**config.mk**
```make
export PLATFORM = sky130hd
export DESIGN_NAME = simd_alu
export DESIGN_NICKNAME = d
export VERILOG_FILES = /design/src/simd_pkg.sv /design/src/simd_op_decode.sv /design/src/simd_adder.sv /design/src/simd_lane_post.sv /design/src/simd_compare.sv /design/src/simd_handshake.sv /design/src/simd_alu.sv
export VERILOG_INCLUDE_DIRS = /design/src
export SDC_FILE = /design/constraint.sdc
export NUM_CORES = 1
export LEC_CHECK = 0
export ABC_AREA = 1
export BUFFER_PORTS_ARGS = -buffer_cell sky130_fd_sc_hd__buf_2
export CORE_ASPECT_RATIO = 1.75
export CORE_MARGIN = 2
export CORE_UTILIZATION = 30
export DETAILED_ROUTE_END_ITERATION = 8
export GPL_TIMING_DRIVEN = 0
export HOLD_SLACK_MARGIN = 0.1
export PLACE_DENSITY = 0.57
export REMOVE_ABC_BUFFERS = 1
export SYNTH_ARGS = -nofsm -noshare
export SYNTH_HDL_FRONTEND = slang
export SYNTH_SLANG_ARGS = --single-unit
```
**constraint.sdc**
```tcl
create_clock -name clk_i -period 29.2 [get_ports clk_i]
set_input_delay 5.84 -clock clk_i [delete_from_list [all_inputs] [get_ports clk_i]]
set_output_delay 5.84 -clock clk_i [all_outputs]
set_load 0.02 [all_outputs]
```
**src/simd_settings.svh**
```systemverilog
////////////////////
// Word and lane geometry of the packed-SIMD unit, plus the saturation bounds
// Included by the package, by RTL that needs the bounds, and by the testbench
////////////////////
`ifndef SIMD_SETTINGS_SVH
`define SIMD_SETTINGS_SVH

// Word and lane geometry
`define SIMD_XLEN   32
`define SIMD_BYTE   8
`define SIMD_NBYTES 4

// Saturation bounds per lane width
`define SIMD_SAT_S8_MIN  8'h80
`define SIMD_SAT_S8_MAX  8'h7f
`define SIMD_SAT_S16_MIN 16'h8000
`define SIMD_SAT_S16_MAX 16'h7fff
`define SIMD_SAT_S32_MIN 32'h8000_0000
`define SIMD_SAT_S32_MAX 32'h7fff_ffff
`define SIMD_SAT_U8_MAX  8'hff

`endif

```
**src/simd_pkg.sv**
```systemverilog
////////////////////
// Opcode, lane and control types shared by the SIMD datapath
// Also holds two small lane-mask helpers used by several blocks
////////////////////
`include "simd_settings.svh"
`default_nettype none

package simd_pkg;

  typedef enum logic [5:0] {
    ADD8,   ADD16,   ADD32,   SUB8,    SUB16,   SUB32,
    RADD8,  RADD16,  RADD32,  URADD8,  URADD16, URADD32,
    RSUB8,  RSUB16,  RSUB32,  URSUB8,  URSUB16, URSUB32,
    KADD8,  KADD16,  KADD32,  UKADD8,  UKADD16, UKADD32,
    KSUB8,  KSUB16,  KSUB32,  UKSUB8,  UKSUB16, UKSUB32,
    CMPEQ,  SCMPLT,  UCMPLT,  SCMPLE,  UCMPLE,
    SMIN,   UMIN,    SMAX,    UMAX
  } simd_op_e;

  typedef enum logic [1:0] {W8 = 2'd0, W16 = 2'd1, W32 = 2'd2} lane_width_e;

  typedef enum logic [2:0] {
    MODE_WRAP, MODE_HALVE, MODE_SAT, MODE_CMP, MODE_MINMAX
  } result_mode_e;

  typedef enum logic [1:0] {CMP_EQ, CMP_LT, CMP_LE, CMP_MIN_MAX} cmp_kind_e;

  typedef struct packed {
    lane_width_e  width;
    logic         is_signed;
    logic         subtract;
    result_mode_e mode;
    cmp_kind_e    cmp_kind;
    logic         pick_max;
  } simd_ctrl_t;

  typedef struct packed {
    simd_op_e              op;
    lane_width_e           width;
    logic [`SIMD_XLEN-1:0] operand_a;
    logic [`SIMD_XLEN-1:0] operand_b;
  } simd_req_t;

  typedef struct packed {
    logic [`SIMD_XLEN-1:0]   sum;
    logic [`SIMD_NBYTES-1:0] lane_top;
  } simd_sum_t;

  // Bytes that hold the top of a lane
  function automatic logic [`SIMD_NBYTES-1:0] top_byte_mask(lane_width_e width);
    case (width)
      W8:      return 4'b1111;
      W16:     return 4'b1010;
      default: return 4'b1000;
    endcase
  endfunction

  // Copy the flag of each lane's top byte over the whole lane
  function automatic logic [`SIMD_NBYTES-1:0] spread_top(logic [`SIMD_NBYTES-1:0] flags,
                                                        lane_width_e width);
    case (width)
      W8:      return flags;
      W16:     return {{2{flags[3]}}, {2{flags[1]}}};
      default: return {4{flags[3]}};
    endcase
  endfunction

endpackage

`default_nettype wire

```
**src/simd_op_decode.sv**
```systemverilog
////////////////////
// Opcode decoder that turns an opcode into datapath control
// Compare and min/max codes take their lane width from width_i
////////////////////
`default_nettype none

module simd_op_decode (
  input  simd_pkg::simd_op_e    op_i,
  input  simd_pkg::lane_width_e width_i,
  output simd_pkg::simd_ctrl_t  ctrl_o
);

  import simd_pkg::*;

  lane_width_e cmp_width;

  // Reserved width code falls back to a full word
  always_comb begin
    case (width_i)
      W8:      cmp_width = W8;
      W16:     cmp_width = W16;
      default: cmp_width = W32;
    endcase
  end

  always_comb begin
    ctrl_o = '{width: W32, is_signed: 1'b0, subtract: 1'b0, mode: MODE_WRAP,
               cmp_kind: CMP_EQ, pick_max: 1'b0};

    // Lane width
    case (op_i)
      ADD8, SUB8, RADD8, URADD8, RSUB8, URSUB8,
      KADD8, UKADD8, KSUB8, UKSUB8:             ctrl_o.width = W8;
      ADD16, SUB16, RADD16, URADD16, RSUB16, URSUB16,
      KADD16, UKADD16, KSUB16, UKSUB16:         ctrl_o.width = W16;
      CMPEQ, SCMPLT, UCMPLT, SCMPLE, UCMPLE,
      SMIN, UMIN, SMAX, UMAX:                   ctrl_o.width = cmp_width;
      default: ;
    endcase

    // Signed lanes
    case (op_i)
      RADD8, RADD16, RADD32, RSUB8, RSUB16, RSUB32,
      KADD8, KADD16, KADD32, KSUB8, KSUB16, KSUB32,
      SCMPLT, SCMPLE, SMIN, SMAX:               ctrl_o.is_signed = 1'b1;
      default: ;
    endcase

    // Every compare runs the adder as a subtractor
    case (op_i)
      SUB8, SUB16, SUB32, RSUB8, RSUB16, RSUB32,
      URSUB8, URSUB16, URSUB32, KSUB8, KSUB16, KSUB32,
      UKSUB8, UKSUB16, UKSUB32,
      CMPEQ, SCMPLT, UCMPLT, SCMPLE, UCMPLE,
      SMIN, UMIN, SMAX, UMAX:                   ctrl_o.subtract = 1'b1;
      default: ;
    endcase

    // Result mode and compare kind
    case (op_i)
      RADD8, RADD16, RADD32, URADD8, URADD16, URADD32,
      RSUB8, RSUB16, RSUB32, URSUB8, URSUB16, URSUB32: ctrl_o.mode = MODE_HALVE;
      KADD8, KADD16, KADD32, UKADD8, UKADD16, UKADD32,
      KSUB8, KSUB16, KSUB32, UKSUB8, UKSUB16, UKSUB32: ctrl_o.mode = MODE_SAT;
      CMPEQ:          ctrl_o.mode = MODE_CMP;
      SCMPLT, UCMPLT: begin
        ctrl_o.mode     = MODE_CMP;
        ctrl_o.cmp_kind = CMP_LT;
      end
      SCMPLE, UCMPLE: begin
        ctrl_o.mode     = MODE_CMP;
        ctrl_o.cmp_kind = CMP_LE;
      end
      SMIN, UMIN, SMAX, UMAX: begin
        ctrl_o.mode     = MODE_MINMAX;
        ctrl_o.cmp_kind = CMP_MIN_MAX;
        ctrl_o.pick_max = (op_i == SMAX) || (op_i == UMAX);
      end
      default: ;
    endcase
  end

endmodule

`default_nettype wire

```
**src/simd_adder.sv**
```systemverilog
////////////////////
// Lane-partitioned adder built from four 9-bit byte adders
// Carry only crosses a byte edge that lies inside a lane
////////////////////
`include "simd_settings.svh"
`default_nettype none

module simd_adder (
  input  logic [`SIMD_XLEN-1:0] operand_a_i,
  input  logic [`SIMD_XLEN-1:0] operand_b_i,
  input  simd_pkg::simd_ctrl_t  ctrl_i,
  output simd_pkg::simd_sum_t   sum_o
);

  import simd_pkg::*;

  logic [`SIMD_NBYTES-1:0] top;

  assign top = top_byte_mask(ctrl_i.width);

  ////////////////////
  // Byte adders
  ////////////////////
  // Only a lane's top byte gets a real extension bit. The B extension is
  // inverted with B on subtract, so the ninth bit is the exact lane sign
  // for unsigned subtract as well.
  always_comb begin
    logic       carry;
    logic       ext_a;
    logic       ext_b;
    logic [8:0] add_a;
    logic [8:0] add_b;
    logic [8:0] byte_sum;

    carry = ctrl_i.subtract;
    for (int b = 0; b < `SIMD_NBYTES; b++) begin
      ext_a    = top[b] & ctrl_i.is_signed & operand_a_i[`SIMD_BYTE*b+7];
      ext_b    = top[b] & ((ctrl_i.is_signed & operand_b_i[`SIMD_BYTE*b+7]) ^ ctrl_i.subtract);
      add_a    = {ext_a, operand_a_i[`SIMD_BYTE*b +: `SIMD_BYTE]};
      add_b    = {ext_b, operand_b_i[`SIMD_BYTE*b +: `SIMD_BYTE] ^ {`SIMD_BYTE{ctrl_i.subtract}}};
      byte_sum = add_a + add_b + {8'h00, carry};

      sum_o.sum[`SIMD_BYTE*b +: `SIMD_BYTE] = byte_sum[7:0];
      sum_o.lane_top[b]                     = byte_sum[8];

      // Next byte starts a new lane after a top byte
      carry = top[b] ? ctrl_i.subtract : byte_sum[8];
    end
  end

endmodule

`default_nettype wire

```
**src/simd_lane_post.sv**
```systemverilog
////////////////////
// Lane result post-processing for wrap, halving and saturation
// overflow_o flags any clamped lane, the handshake qualifies it by mode
////////////////////
`include "simd_settings.svh"
`default_nettype none

module simd_lane_post (
  input  simd_pkg::simd_sum_t   sum_i,
  input  simd_pkg::simd_ctrl_t  ctrl_i,
  output logic [`SIMD_XLEN-1:0] result_o,
  output logic                  overflow_o
);

  import simd_pkg::*;

  logic [`SIMD_NBYTES-1:0] top;
  logic [`SIMD_NBYTES-1:0] lane_over;
  logic [`SIMD_NBYTES-1:0] clamp;
  logic [`SIMD_XLEN:0]     sum_ext;
  logic [`SIMD_XLEN-1:0]   halved;
  logic [`SIMD_XLEN-1:0]   bound;
  logic [`SIMD_XLEN-1:0]   saturated;

  assign top     = top_byte_mask(ctrl_i.width);
  assign sum_ext = {sum_i.lane_top[`SIMD_NBYTES-1], sum_i.sum};

  // Halving, shift right by one inside each lane
  always_comb begin
    for (int b = 0; b < `SIMD_NBYTES; b++) begin
      halved[`SIMD_BYTE*b +: 7] = sum_ext[`SIMD_BYTE*b+1 +: 7];
      halved[`SIMD_BYTE*b+7]    = top[b] ? sum_i.lane_top[b] : sum_ext[`SIMD_BYTE*b+8];
    end
  end

  ////////////////////
  // Saturation
  ////////////////////
  // Signed lane overflows when the extra bit differs from the lane MSB
  always_comb begin
    for (int b = 0; b < `SIMD_NBYTES; b++) begin
      lane_over[b] = top[b] & (ctrl_i.is_signed ?
                               (sum_i.lane_top[b] ^ sum_i.sum[`SIMD_BYTE*b+7]) :
                               sum_i.lane_top[b]);
    end
  end

  assign clamp = spread_top(lane_over, ctrl_i.width);

  // Bound picked by direction of the exact result
  always_comb begin
    bound = '0;
    if (!ctrl_i.is_signed) begin
      bound = ctrl_i.subtract ? '0 : {`SIMD_NBYTES{`SIMD_SAT_U8_MAX}};
    end else begin
      case (ctrl_i.width)
        W8: begin
          for (int b = 0; b < `SIMD_NBYTES; b++) begin
            bound[`SIMD_BYTE*b +: `SIMD_BYTE] =
              sum_i.lane_top[b] ? `SIMD_SAT_S8_MIN : `SIMD_SAT_S8_MAX;
          end
        end
        W16: bound = {sum_i.lane_top[3] ? `SIMD_SAT_S16_MIN : `SIMD_SAT_S16_MAX,
                      sum_i.lane_top[1] ? `SIMD_SAT_S16_MIN : `SIMD_SAT_S16_MAX};
        default: bound = sum_i.lane_top[3] ? `SIMD_SAT_S32_MIN : `SIMD_SAT_S32_MAX;
      endcase
    end
  end

  always_comb begin
    for (int b = 0; b < `SIMD_NBYTES; b++) begin
      saturated[`SIMD_BYTE*b +: `SIMD_BYTE] = clamp[b] ? bound[`SIMD_BYTE*b +: `SIMD_BYTE] :
                                                         sum_i.sum[`SIMD_BYTE*b +: `SIMD_BYTE];
    end
  end

  always_comb begin
    case (ctrl_i.mode)
      MODE_HALVE: result_o = halved;
      MODE_SAT:   result_o = saturated;
      default:    result_o = sum_i.sum;
    endcase
  end

  assign overflow_o = |lane_over;

endmodule

`default_nettype wire

```
**src/simd_compare.sv**
```systemverilog
////////////////////
// Lane-wise compare and min/max from the subtract sum
// Compare masks are all-ones or all-zeros per lane
////////////////////
`include "simd_settings.svh"
`default_nettype none

module simd_compare (
  input  logic [`SIMD_XLEN-1:0] operand_a_i,
  input  logic [`SIMD_XLEN-1:0] operand_b_i,
  input  simd_pkg::simd_sum_t   sum_i,
  input  simd_pkg::simd_ctrl_t  ctrl_i,
  output logic [`SIMD_XLEN-1:0] result_o
);

  import simd_pkg::*;

  logic [`SIMD_NBYTES-1:0] byte_zero;
  logic [`SIMD_NBYTES-1:0] byte_less;
  logic [`SIMD_NBYTES-1:0] lane_eq;
  logic [`SIMD_NBYTES-1:0] lane_less;
  logic [`SIMD_NBYTES-1:0] hit;

  // Per-byte flags, less-than is only meaningful at a lane's top byte
  always_comb begin
    logic sign_a;
    logic sign_b;

    for (int b = 0; b < `SIMD_NBYTES; b++) begin
      sign_a       = operand_a_i[`SIMD_BYTE*b+7];
      sign_b       = operand_b_i[`SIMD_BYTE*b+7];
      byte_zero[b] = (sum_i.sum[`SIMD_BYTE*b +: `SIMD_BYTE] == '0);
      // Differing signs decide without the difference
      if (sign_a == sign_b) begin
        byte_less[b] = sum_i.sum[`SIMD_BYTE*b+7];
      end else begin
        byte_less[b] = ctrl_i.is_signed ? sign_a : sign_b;
      end
    end
  end

  // Equal needs every byte of the lane to be zero
  always_comb begin
    case (ctrl_i.width)
      W8:      lane_eq = byte_zero;
      W16:     lane_eq = {{2{&byte_zero[3:2]}}, {2{&byte_zero[1:0]}}};
      default: lane_eq = {`SIMD_NBYTES{&byte_zero}};
    endcase
  end

  assign lane_less = spread_top(byte_less, ctrl_i.width);

  always_comb begin
    case (ctrl_i.cmp_kind)
      CMP_EQ:  hit = lane_eq;
      CMP_LT:  hit = lane_less;
      CMP_LE:  hit = lane_less | lane_eq;
      // For min/max a set bit selects operand A
      default: hit = ctrl_i.pick_max ? ~lane_less : lane_less;
    endcase
  end

  always_comb begin
    for (int b = 0; b < `SIMD_NBYTES; b++) begin
      if (ctrl_i.cmp_kind == CMP_MIN_MAX) begin
        result_o[`SIMD_BYTE*b +: `SIMD_BYTE] = hit[b] ? operand_a_i[`SIMD_BYTE*b +: `SIMD_BYTE] :
                                                        operand_b_i[`SIMD_BYTE*b +: `SIMD_BYTE];
      end else begin
        result_o[`SIMD_BYTE*b +: `SIMD_BYTE] = {`SIMD_BYTE{hit[b]}};
      end
    end
  end

endmodule

`default_nettype wire

```
**src/simd_handshake.sv**
```systemverilog
////////////////////
// Four-phase req/ack front end with one operation in flight
// Captures the request, then registers the selected result one edge later
////////////////////
`include "simd_settings.svh"
`default_nettype none

module simd_handshake (
  input  logic                  clk_i,
  input  logic                  reset_i,
  input  logic                  req_i,
  input  simd_pkg::simd_op_e    op_i,
  input  simd_pkg::lane_width_e width_i,
  input  logic [`SIMD_XLEN-1:0] operand_a_i,
  input  logic [`SIMD_XLEN-1:0] operand_b_i,
  input  simd_pkg::simd_ctrl_t  ctrl_i,
  input  logic [`SIMD_XLEN-1:0] arith_result_i,
  input  logic [`SIMD_XLEN-1:0] cmp_result_i,
  input  logic                  arith_overflow_i,
  output simd_pkg::simd_req_t   issue_o,
  output logic                  ack_o,
  output logic [`SIMD_XLEN-1:0] result_o,
  output logic                  overflow_o
);

  import simd_pkg::*;

  typedef enum logic [1:0] {IDLE, BUSY, DONE} hs_state_e;

  hs_state_e             state_q;
  hs_state_e             state_d;
  simd_req_t             issue_q;
  logic                  ack_q;
  logic [`SIMD_XLEN-1:0] result_q;
  logic                  overflow_q;
  logic                  pick_cmp;

  // IDLE waits for req, BUSY computes, DONE holds ack until req drops
  always_comb begin
    case (state_q)
      IDLE:    state_d = req_i ? BUSY : IDLE;
      BUSY:    state_d = DONE;
      DONE:    state_d = req_i ? DONE : IDLE;
      default: state_d = IDLE;
    endcase
  end

  assign pick_cmp = (ctrl_i.mode == MODE_CMP) || (ctrl_i.mode == MODE_MINMAX);

  always_ff @(posedge clk_i) begin
    if (reset_i) begin
      state_q    <= IDLE;
      ack_q      <= 1'b0;
      result_q   <= '0;
      overflow_q <= 1'b0;
    end else begin
      state_q <= state_d;
      ack_q   <= (state_d == DONE);
      if (state_q == BUSY) begin
        result_q   <= pick_cmp ? cmp_result_i : arith_result_i;
        overflow_q <= (ctrl_i.mode == MODE_SAT) & arith_overflow_i;
      end
    end
  end

  // Operand capture
  always_ff @(posedge clk_i) begin
    if (state_q == IDLE && req_i) begin
      issue_q <= '{op: op_i, width: width_i, operand_a: operand_a_i, operand_b: operand_b_i};
    end
  end

  assign issue_o    = issue_q;
  assign ack_o      = ack_q;
  assign result_o   = result_q;
  assign overflow_o = overflow_q;

  // Ack only answers a request that was still up
  assert property (@(posedge clk_i) disable iff (reset_i) $rose(ack_o) |-> $past(req_i));

endmodule

`default_nettype wire

```
**src/simd_alu.sv**
```systemverilog
////////////////////
// Packed-SIMD arithmetic unit, top level
// One req/ack transaction per operation on 8, 16 or 32-bit lanes
////////////////////
`include "simd_settings.svh"
`default_nettype none

module simd_alu (
  input  logic                  clk_i,
  input  logic                  reset_i,
  input  logic                  req_i,
  input  simd_pkg::simd_op_e    op_i,
  input  simd_pkg::lane_width_e width_i,
  input  logic [`SIMD_XLEN-1:0] operand_a_i,
  input  logic [`SIMD_XLEN-1:0] operand_b_i,
  output logic                  ack_o,
  output logic [`SIMD_XLEN-1:0] result_o,
  output logic                  overflow_o
);

  import simd_pkg::*;

  simd_req_t             issue;
  simd_ctrl_t            ctrl;
  simd_sum_t             sum;
  logic [`SIMD_XLEN-1:0] arith_result;
  logic [`SIMD_XLEN-1:0] cmp_result;
  logic                  arith_overflow;

  simd_handshake u_handshake (
    .clk_i            (clk_i),
    .reset_i          (reset_i),
    .req_i            (req_i),
    .op_i             (op_i),
    .width_i          (width_i),
    .operand_a_i      (operand_a_i),
    .operand_b_i      (operand_b_i),
    .ctrl_i           (ctrl),
    .arith_result_i   (arith_result),
    .cmp_result_i     (cmp_result),
    .arith_overflow_i (arith_overflow),
    .issue_o          (issue),
    .ack_o            (ack_o),
    .result_o         (result_o),
    .overflow_o       (overflow_o)
  );

  // Combinational datapath on the captured request
  simd_op_decode u_decode (
    .op_i    (issue.op),
    .width_i (issue.width),
    .ctrl_o  (ctrl)
  );

  simd_adder u_adder (
    .operand_a_i (issue.operand_a),
    .operand_b_i (issue.operand_b),
    .ctrl_i      (ctrl),
    .sum_o       (sum)
  );

  simd_lane_post u_lane_post (
    .sum_i      (sum),
    .ctrl_i     (ctrl),
    .result_o   (arith_result),
    .overflow_o (arith_overflow)
  );

  simd_compare u_compare (
    .operand_a_i (issue.operand_a),
    .operand_b_i (issue.operand_b),
    .sum_i       (sum),
    .ctrl_i      (ctrl),
    .result_o    (cmp_result)
  );

endmodule

`default_nettype wire

```
## Yosys cells after proc, flatten, opt, wreduce, memory -nomap -nowiden

Cells that the tools add are included.

| storage, ports and cells | value |
|---|---|
| bits of input ports | 75 |
| output and inout port bits | 34 |
| logic and storage cells | 189 |
| register bits after elaboration | 108 |

| cells by class | value |
|---|---|
| reduce and logical (&&, ||, !) cells | 27 |
| equal/unequal tests | 53 |
| bitwise operators | 35 |
| add/sub/neg operators | 8 |
| multiplexer cells | 58 |

Operator list:

| operator | number |
|---|---|
| two-way mux 32 bit | 4 |
| two-way mux 8 bit | 16 |
| one-hot mux 32 bit (2 select lines) | 2 |
| == test 6 x 5 -> 1 bit (second input constant) | 16 |
| == test 6 x 4 -> 1 bit (second input constant) | 8 |
| == test 6 bit (second input constant) | 7 |
| adder 9 x 1 -> 9 bit | 4 |
| adder 9 bit | 4 |
| zero test 8 bit | 4 |
| two-way mux 16 bit | 2 |
| bitwise XOR 8 bit | 4 |
| == test 6 x 3 -> 1 bit (second input constant) | 4 |
| OR reduction 12 bit | 2 |
| OR reduction 24 bit | 1 |
| two-way mux 1 bit | 22 |
| OR reduction 10 bit | 2 |
| bitwise AND 1 bit | 18 |
| one-hot mux 2 bit (3 select lines) | 3 |
| one-hot mux 3 bit (2 select lines) | 3 |
| OR reduction 16 bit | 1 |
| one-hot mux 3 bit (4 select lines) | 1 |
| one-hot mux 4 bit (3 select lines) | 1 |
| OR reduction 9 bit | 1 |
| == test 2 x 1 -> 1 bit (second input constant) | 4 |
| other kinds (24) | 47 |

## Depth between registers and ports, before layout

| logic depth | value |
|---|---|
| depth after elaboration | 23 |
| gate-level depth with buffers | 69 |
| gate-level depth less buffers | 67 |

## Hierarchy

From an unflattened synthesis, not the netlist that was laid out.

| second synthesis, totals | value |
|---|---|
| cell total of the unflattened synthesis | 1338 |
| area, all modules | 9102.5 µm² |

Modules (own cells, without submodules):

| module | times used | cells each | seq. area each (µm²) | area each (µm²) |
|---|---|---|---|---|
| simd_handshake | 1 | 370 | 2882.8 | 4041.4 |
| simd_adder | 1 | 297 | 0.0 | 1904.3 |
| simd_lane_post | 1 | 263 | 0.0 | 1260.0 |
| simd_compare | 1 | 272 | 0.0 | 1242.4 |
| simd_op_decode | 1 | 136 | 0.0 | 654.4 |

## Worst setup path before layout

OpenSTA, ideal clock, no wires.

| timing | value |
|---|---|
| kind | input -> register |
| from | input port req_i |
| to | register u_handshake.issue_q, in the netlist u_handshake.issue_o[0] (enable) |
| data required time | 28.609 ns |
| cell stages on the path | 2 |
| slack | 17.855 ns |
| path buffers | 0 |
| library setup time | 0.591 ns |
| arrival time | 10.755 ns |
| cell sequence | inv_1 > nor3_1 |

| on the way | value |
|---|---|
| word-level cells in the longest chain between the ends | 1 |

Ends and longest elaborated chain:

| what | line | source |
|---|---|---|
| start: declaration | simd_alu.sv:11 | `input logic req_i,` |
| logical AND 1 bit | simd_handshake.sv:68 | `if (state_q == IDLE && req_i) begin` |
| end signal: assignment | simd_handshake.sv:69 | `issue_q <= '{op: op_i, width: width_i, operand_a: operand_a_i, operand_b: operand_b_i};` |
| end: declaration | simd_handshake.sv:32 | `simd_req_t issue_q;` |

Every way passes these cells.
A chain may end at the register's enable or synchronous reset.

## Final worst setup path

| timing | value |
|---|---|
| from | register u_handshake.issue_q, in the netlist u_handshake.issue_o[67] |
| to | register u_handshake.result_q[9] (netlist: u_handshake.result_o[9]) |

| on the way | value |
|---|---|
| word-level cells in the longest chain between the ends | 23 |
| elaborated cells between the ends (all ways) | 137 |
| classes of those cells | 8 x add/sub; 45 x eq/ne; 32 x mux; 30 x bitwise; 22 x reduce/logical |

Ends and longest elaborated chain:

| what | line | source |
|---|---|---|
| == test 6 x 1 -> 1 bit (tied with other cells) | simd_op_decode.sv:31 | `case (op_i)` |
| OR reduction 10 bit or OR reduction 9 bit (tied branches) | simd_op_decode.sv:31 |  |
| one-hot mux 2 bit (3 select lines) | simd_op_decode.sv:31 |  |
| == test 2 x 1 -> 1 bit or zero test 2 bit (tied branches) | n/a |  |
| one-hot mux 3 bit (2 select lines) | simd_pkg.sv:51 | `case (width)` |
| bitwise AND 1 bit (2 in a row) | simd_adder.sv:37 | `` ext_a = top[b] & ctrl_i.is_signed & operand_a_i[`SIMD_BYTE*b+7]; `` |
| adder 9 bit | simd_adder.sv:41 | `byte_sum = add_a + add_b + {8'h00, carry};` |
| adder 9 x 1 -> 9 bit | simd_adder.sv:41 |  |
| [6 not listed] | n/a |  |
| zero test 8 bit or two-way mux 1 bit (tied branches) | simd_compare.sv:32, simd_compare.sv:34 |  |
| AND reduction 4 bit or one-hot mux 3 bit (2 select lines) (tied branches) | simd_compare.sv:47, simd_pkg.sv:61 |  |
| one-hot mux 4 bit (2 select lines) or inverter 4 bit (tied branches) | simd_compare.sv:44, simd_compare.sv:59 |  |
| bitwise OR 4 bit or two-way mux 4 bit (tied branches) | simd_compare.sv:57, simd_compare.sv:59 |  |
| one-hot mux 4 bit (3 select lines) | simd_compare.sv:54 | `case (ctrl_i.cmp_kind)` |
| two-way mux 8 bit | simd_compare.sv:66 | `` result_o[`SIMD_BYTE*b +: `SIMD_BYTE] = hit[b] ? operand_a_i[`SIMD_BYTE*b +: `SIMD_BYTE] : `` |
| two-way mux 8 bit | simd_compare.sv:65 | `if (ctrl_i.cmp_kind == CMP_MIN_MAX) begin` |
| two-way mux 32 bit * | simd_handshake.sv:60 | `result_q <= pick_cmp ? cmp_result_i : arith_result_i;` |
| end signal: assignment | simd_handshake.sv:60 |  |
| end: declaration | simd_handshake.sv:34 | `` logic [`SIMD_XLEN-1:0] result_q; `` |

Mark *: on every way between the ends. The rest lies on a longest branch, timed or not.

==> flow_metrics.env <==
export IMPL_syn_area_per_cell_um2=7.075
export IMPL_grt_max_degree=48
export IMPL_cap_violations=0
export IMPL_peakVddDrop_uv=30.07
export IMPL_p_total_uw=634.9
export IMPL_drt_wl_total_um=26160
export IMPL_drc=0
export IMPL_finalInstanceArea_mm2=0.009711
export IMPL_power_leakage_uw=0.004549
export IMPL_antenna_found_initial=0
export IMPL_clockBufferDepth=2
export IMPL_final_cell_mix="nand2_1, inv_1, buf_2"
export IMPL_placed_area_mm2=0.009427
export IMPL_firstDrtPassIters=5
export IMPL_postCtsSetupRepairBufs=0
export IMPL_track_usage_pct=18.20
export IMPL_drive_above_1_share_pct=15.25
export IMPL_ys_seq_area_share_pct=34.18
export IMPL_final_hold_violation_count=0
export IMPL_final_common_cell="nand2_1"
export IMPL_ys_flop_type="edfxtp_1"
export IMPL_clock_latency_ps=390
export IMPL_cpPeakStageDelay_ps=510
export IMPL_synth_cells=1192
export IMPL_endpoint_kind="register"
export IMPL_die_area_mm2=0.02952
export IMPL_rsz0062_at_grt="no"
export IMPL_grt_pass1_wl_um=41460
export IMPL_period_share_pct=40.78
export IMPL_cts_resized_gates=0
export IMPL_antenna_left=0
export IMPL_tightest_slew_ps=1449
export IMPL_fill_cells=3005
export IMPL_startpoint_type="register"
export IMPL_core_area_mm2=0.02777
export IMPL_cts_root_buf="clkbuf_16"
export IMPL_synth_edf_count=72
export IMPL_min_period_ps=11910
export IMPL_cts_sinks=108
export IMPL_dp_slack_ps=17450
export IMPL_cp_num_buf_inv=8
export IMPL_synth_top_area_share_pct=25.64
export IMPL_p_int_uw=346.4
export IMPL_viasPerCell=4.909
export IMPL_path_class="reg2reg"
export IMPL_fin_ws_ps=17290
export IMPL_yosys_warnings=0
export IMPL_maxSlewViolCount=0
export IMPL_die_height_um=225.8
export IMPL_cts_tree="yes"
export IMPL_pin_count=109
export IMPL_first_iter_violations=372
export IMPL_ys_async_sr_fraction_pct=0
export IMPL_ys_ff_latch=108
export IMPL_h_tree_depth=3
export IMPL_totalNegativeSetupSlack_ps=0
export IMPL_clock_skew_ps=10.58
export IMPL_p_comb_share_pct=51.6
export IMPL_vias=8174
export IMPL_grt_ovfl_total=0
export IMPL_place_hpwl_um=19990
export IMPL_clkTransAtPathRegs_ps=70
export IMPL_synth_distinct_cells=51
export IMPL_power_frac_clock_pct=19.4
export IMPL_start_util_pct=30.37
export IMPL_nets=1397
export IMPL_fp_row_count=81
export IMPL_required_ps=29430
export IMPL_cpMaxStageDelayCell="edfxtp_1"
export IMPL_cp_arrival_ps=12140
export IMPL_status="completed"
export IMPL_area_growth_pct=15.15
export IMPL_yosys_top_cells_area="edfxtp_1, nand2_1, dfxtp_1, inv_1, nand3_1"
export IMPL_powerDensity_mw_per_mm2=65.38
export IMPL_crit_family="simple AND/OR/NAND/NOR gates"
export IMPL_switching_share_pct=45.44
export IMPL_antenna_cells=0
export IMPL_place_congestion=0.9218
export IMPL_power_frac_seq_pct=29.0
export IMPL_die_w_um=130.7
export IMPL_holdCritPathClass="reg2reg"
export IMPL_critPathMaxFanout=38
export IMPL_yosys_area_top_type="edfxtp_1"
export IMPL_hold_ws_ps=464.3
export IMPL_slew_headroom_pct=3.043
export IMPL_grt_pass1_vias=8075
export IMPL_p_sw_uw=288.5
export IMPL_crit_top_cell="nand2_1"
export IMPL_setup_violations=0
export IMPL_netlist_area_mm2=0.008433
export IMPL_cts_hold_buffers_added=0
export IMPL_numCtsBuffers=9
export IMPL_port_buffer_count=108
export IMPL_fmax_ghz=0.08399
export IMPL_wl_per_cell_um=15.71
==> per-layer routing <==
metal	vias to the layer above	GRT usage, %	wire [um]
met5	-	0	0
met2	187	34.12	14320
li1	4129	-	-
met1	3818	19.71	10000
met4	0	7.962	844
met3	40	2.796	984
==> power groups by stage <==
stage / sequential, uW / clock (uW) / combinational (uW)
after floorplan: 194 / 0 / 233
after global placement: 190 / 0 / 318
after detailed placement: 188 / 0 / 324
after CTS: 184 / 128 / 325
after global routing: 186 / 132 / 367
final: 184 / 123 / 327
==> tightest hold or removal path: cells and delay by family, from the launching register on <==
| family | cells | cell delay, ps |
|---|---|---|
| flops | 1 | 310 |
| simple gates | 1 | 60 |
| compound gates | 1 | 60 |
==> final cells by class <==
cell class	instances	area, um^2	area share [%]
Timing Repair Buffer	117	658.1	6.777
Clock inverter	6	55.05	0.5669
Inverter	181	683.2	7.035
Tap cell	373	466.7	4.806
Sequential cell	108	2883	29.69
Clock buffer	10	229.0	2.358
Multi-Input combinational cell	870	4736	48.77
==> stage by stage <==
stage,std cells,utilization [%]
after global placement,1640,33.49
after floorplan,1159,-
final,1665,34.97
after CTS,1665,34.97
after detailed placement,1649,33.95
after global routing,1665,34.97
==> state kept, by name, summed over array words and instances, names as in the netlist <==
register / flops
u_handshake.overflow_o: 1
u_handshake.ack_o: 1
u_handshake.issue_o: 72
u_handshake.state_q: 2
u_handshake.result_o: 32
==> synth_stat cells, types with 21 or more instances <==
master    count
clkbuf_1     21
nand2_1     323
o21ai_0      51
a21oi_1     101
xor2_1       40
nand4_1      23
inv_1       169
nor2_1       65
nand3_1     106
edfxtp_1     72
dfxtp_1      36
ha_1         28
==> final timing paths <==
| path | slack [ps] | start | cells past startpoint | to |
|---|---|---|---|---|
| worst min-delay path | 460 | u_handshake.result_o[10] | 2 | u_handshake.result_o[10] |
| worst max-delay path | 17290 | u_handshake.issue_o[67] | 64 | u_handshake.result_o[9] |
| worst min register to register | 460 | u_handshake.result_o[10] | 2 | u_handshake.result_o[10] |
| worst max register to register | 17290 | u_handshake.issue_o[67] | 64 | u_handshake.result_o[9] |
==> kinds of logic (layout without fill, tap and decap cells) <==
| logic type | Yosys count | in the layout | share of synthesized area, % |
|---|---|---|---|
| adder cells (fa/ha/maj) | 35 | 35 | 5.816 |
| buffers and inverters | 214 | 314 | 9.763 |
| XOR/XNOR | 52 | 52 | 5.490 |
| AND/OR/NAND/NOR | 576 | 576 | 30.73 |
| AO/OA/AOI/OAI | 207 | 207 | 14.02 |
| flip-flops | 108 | 108 | 34.18 |
Power figures use the tool's default switching activity.
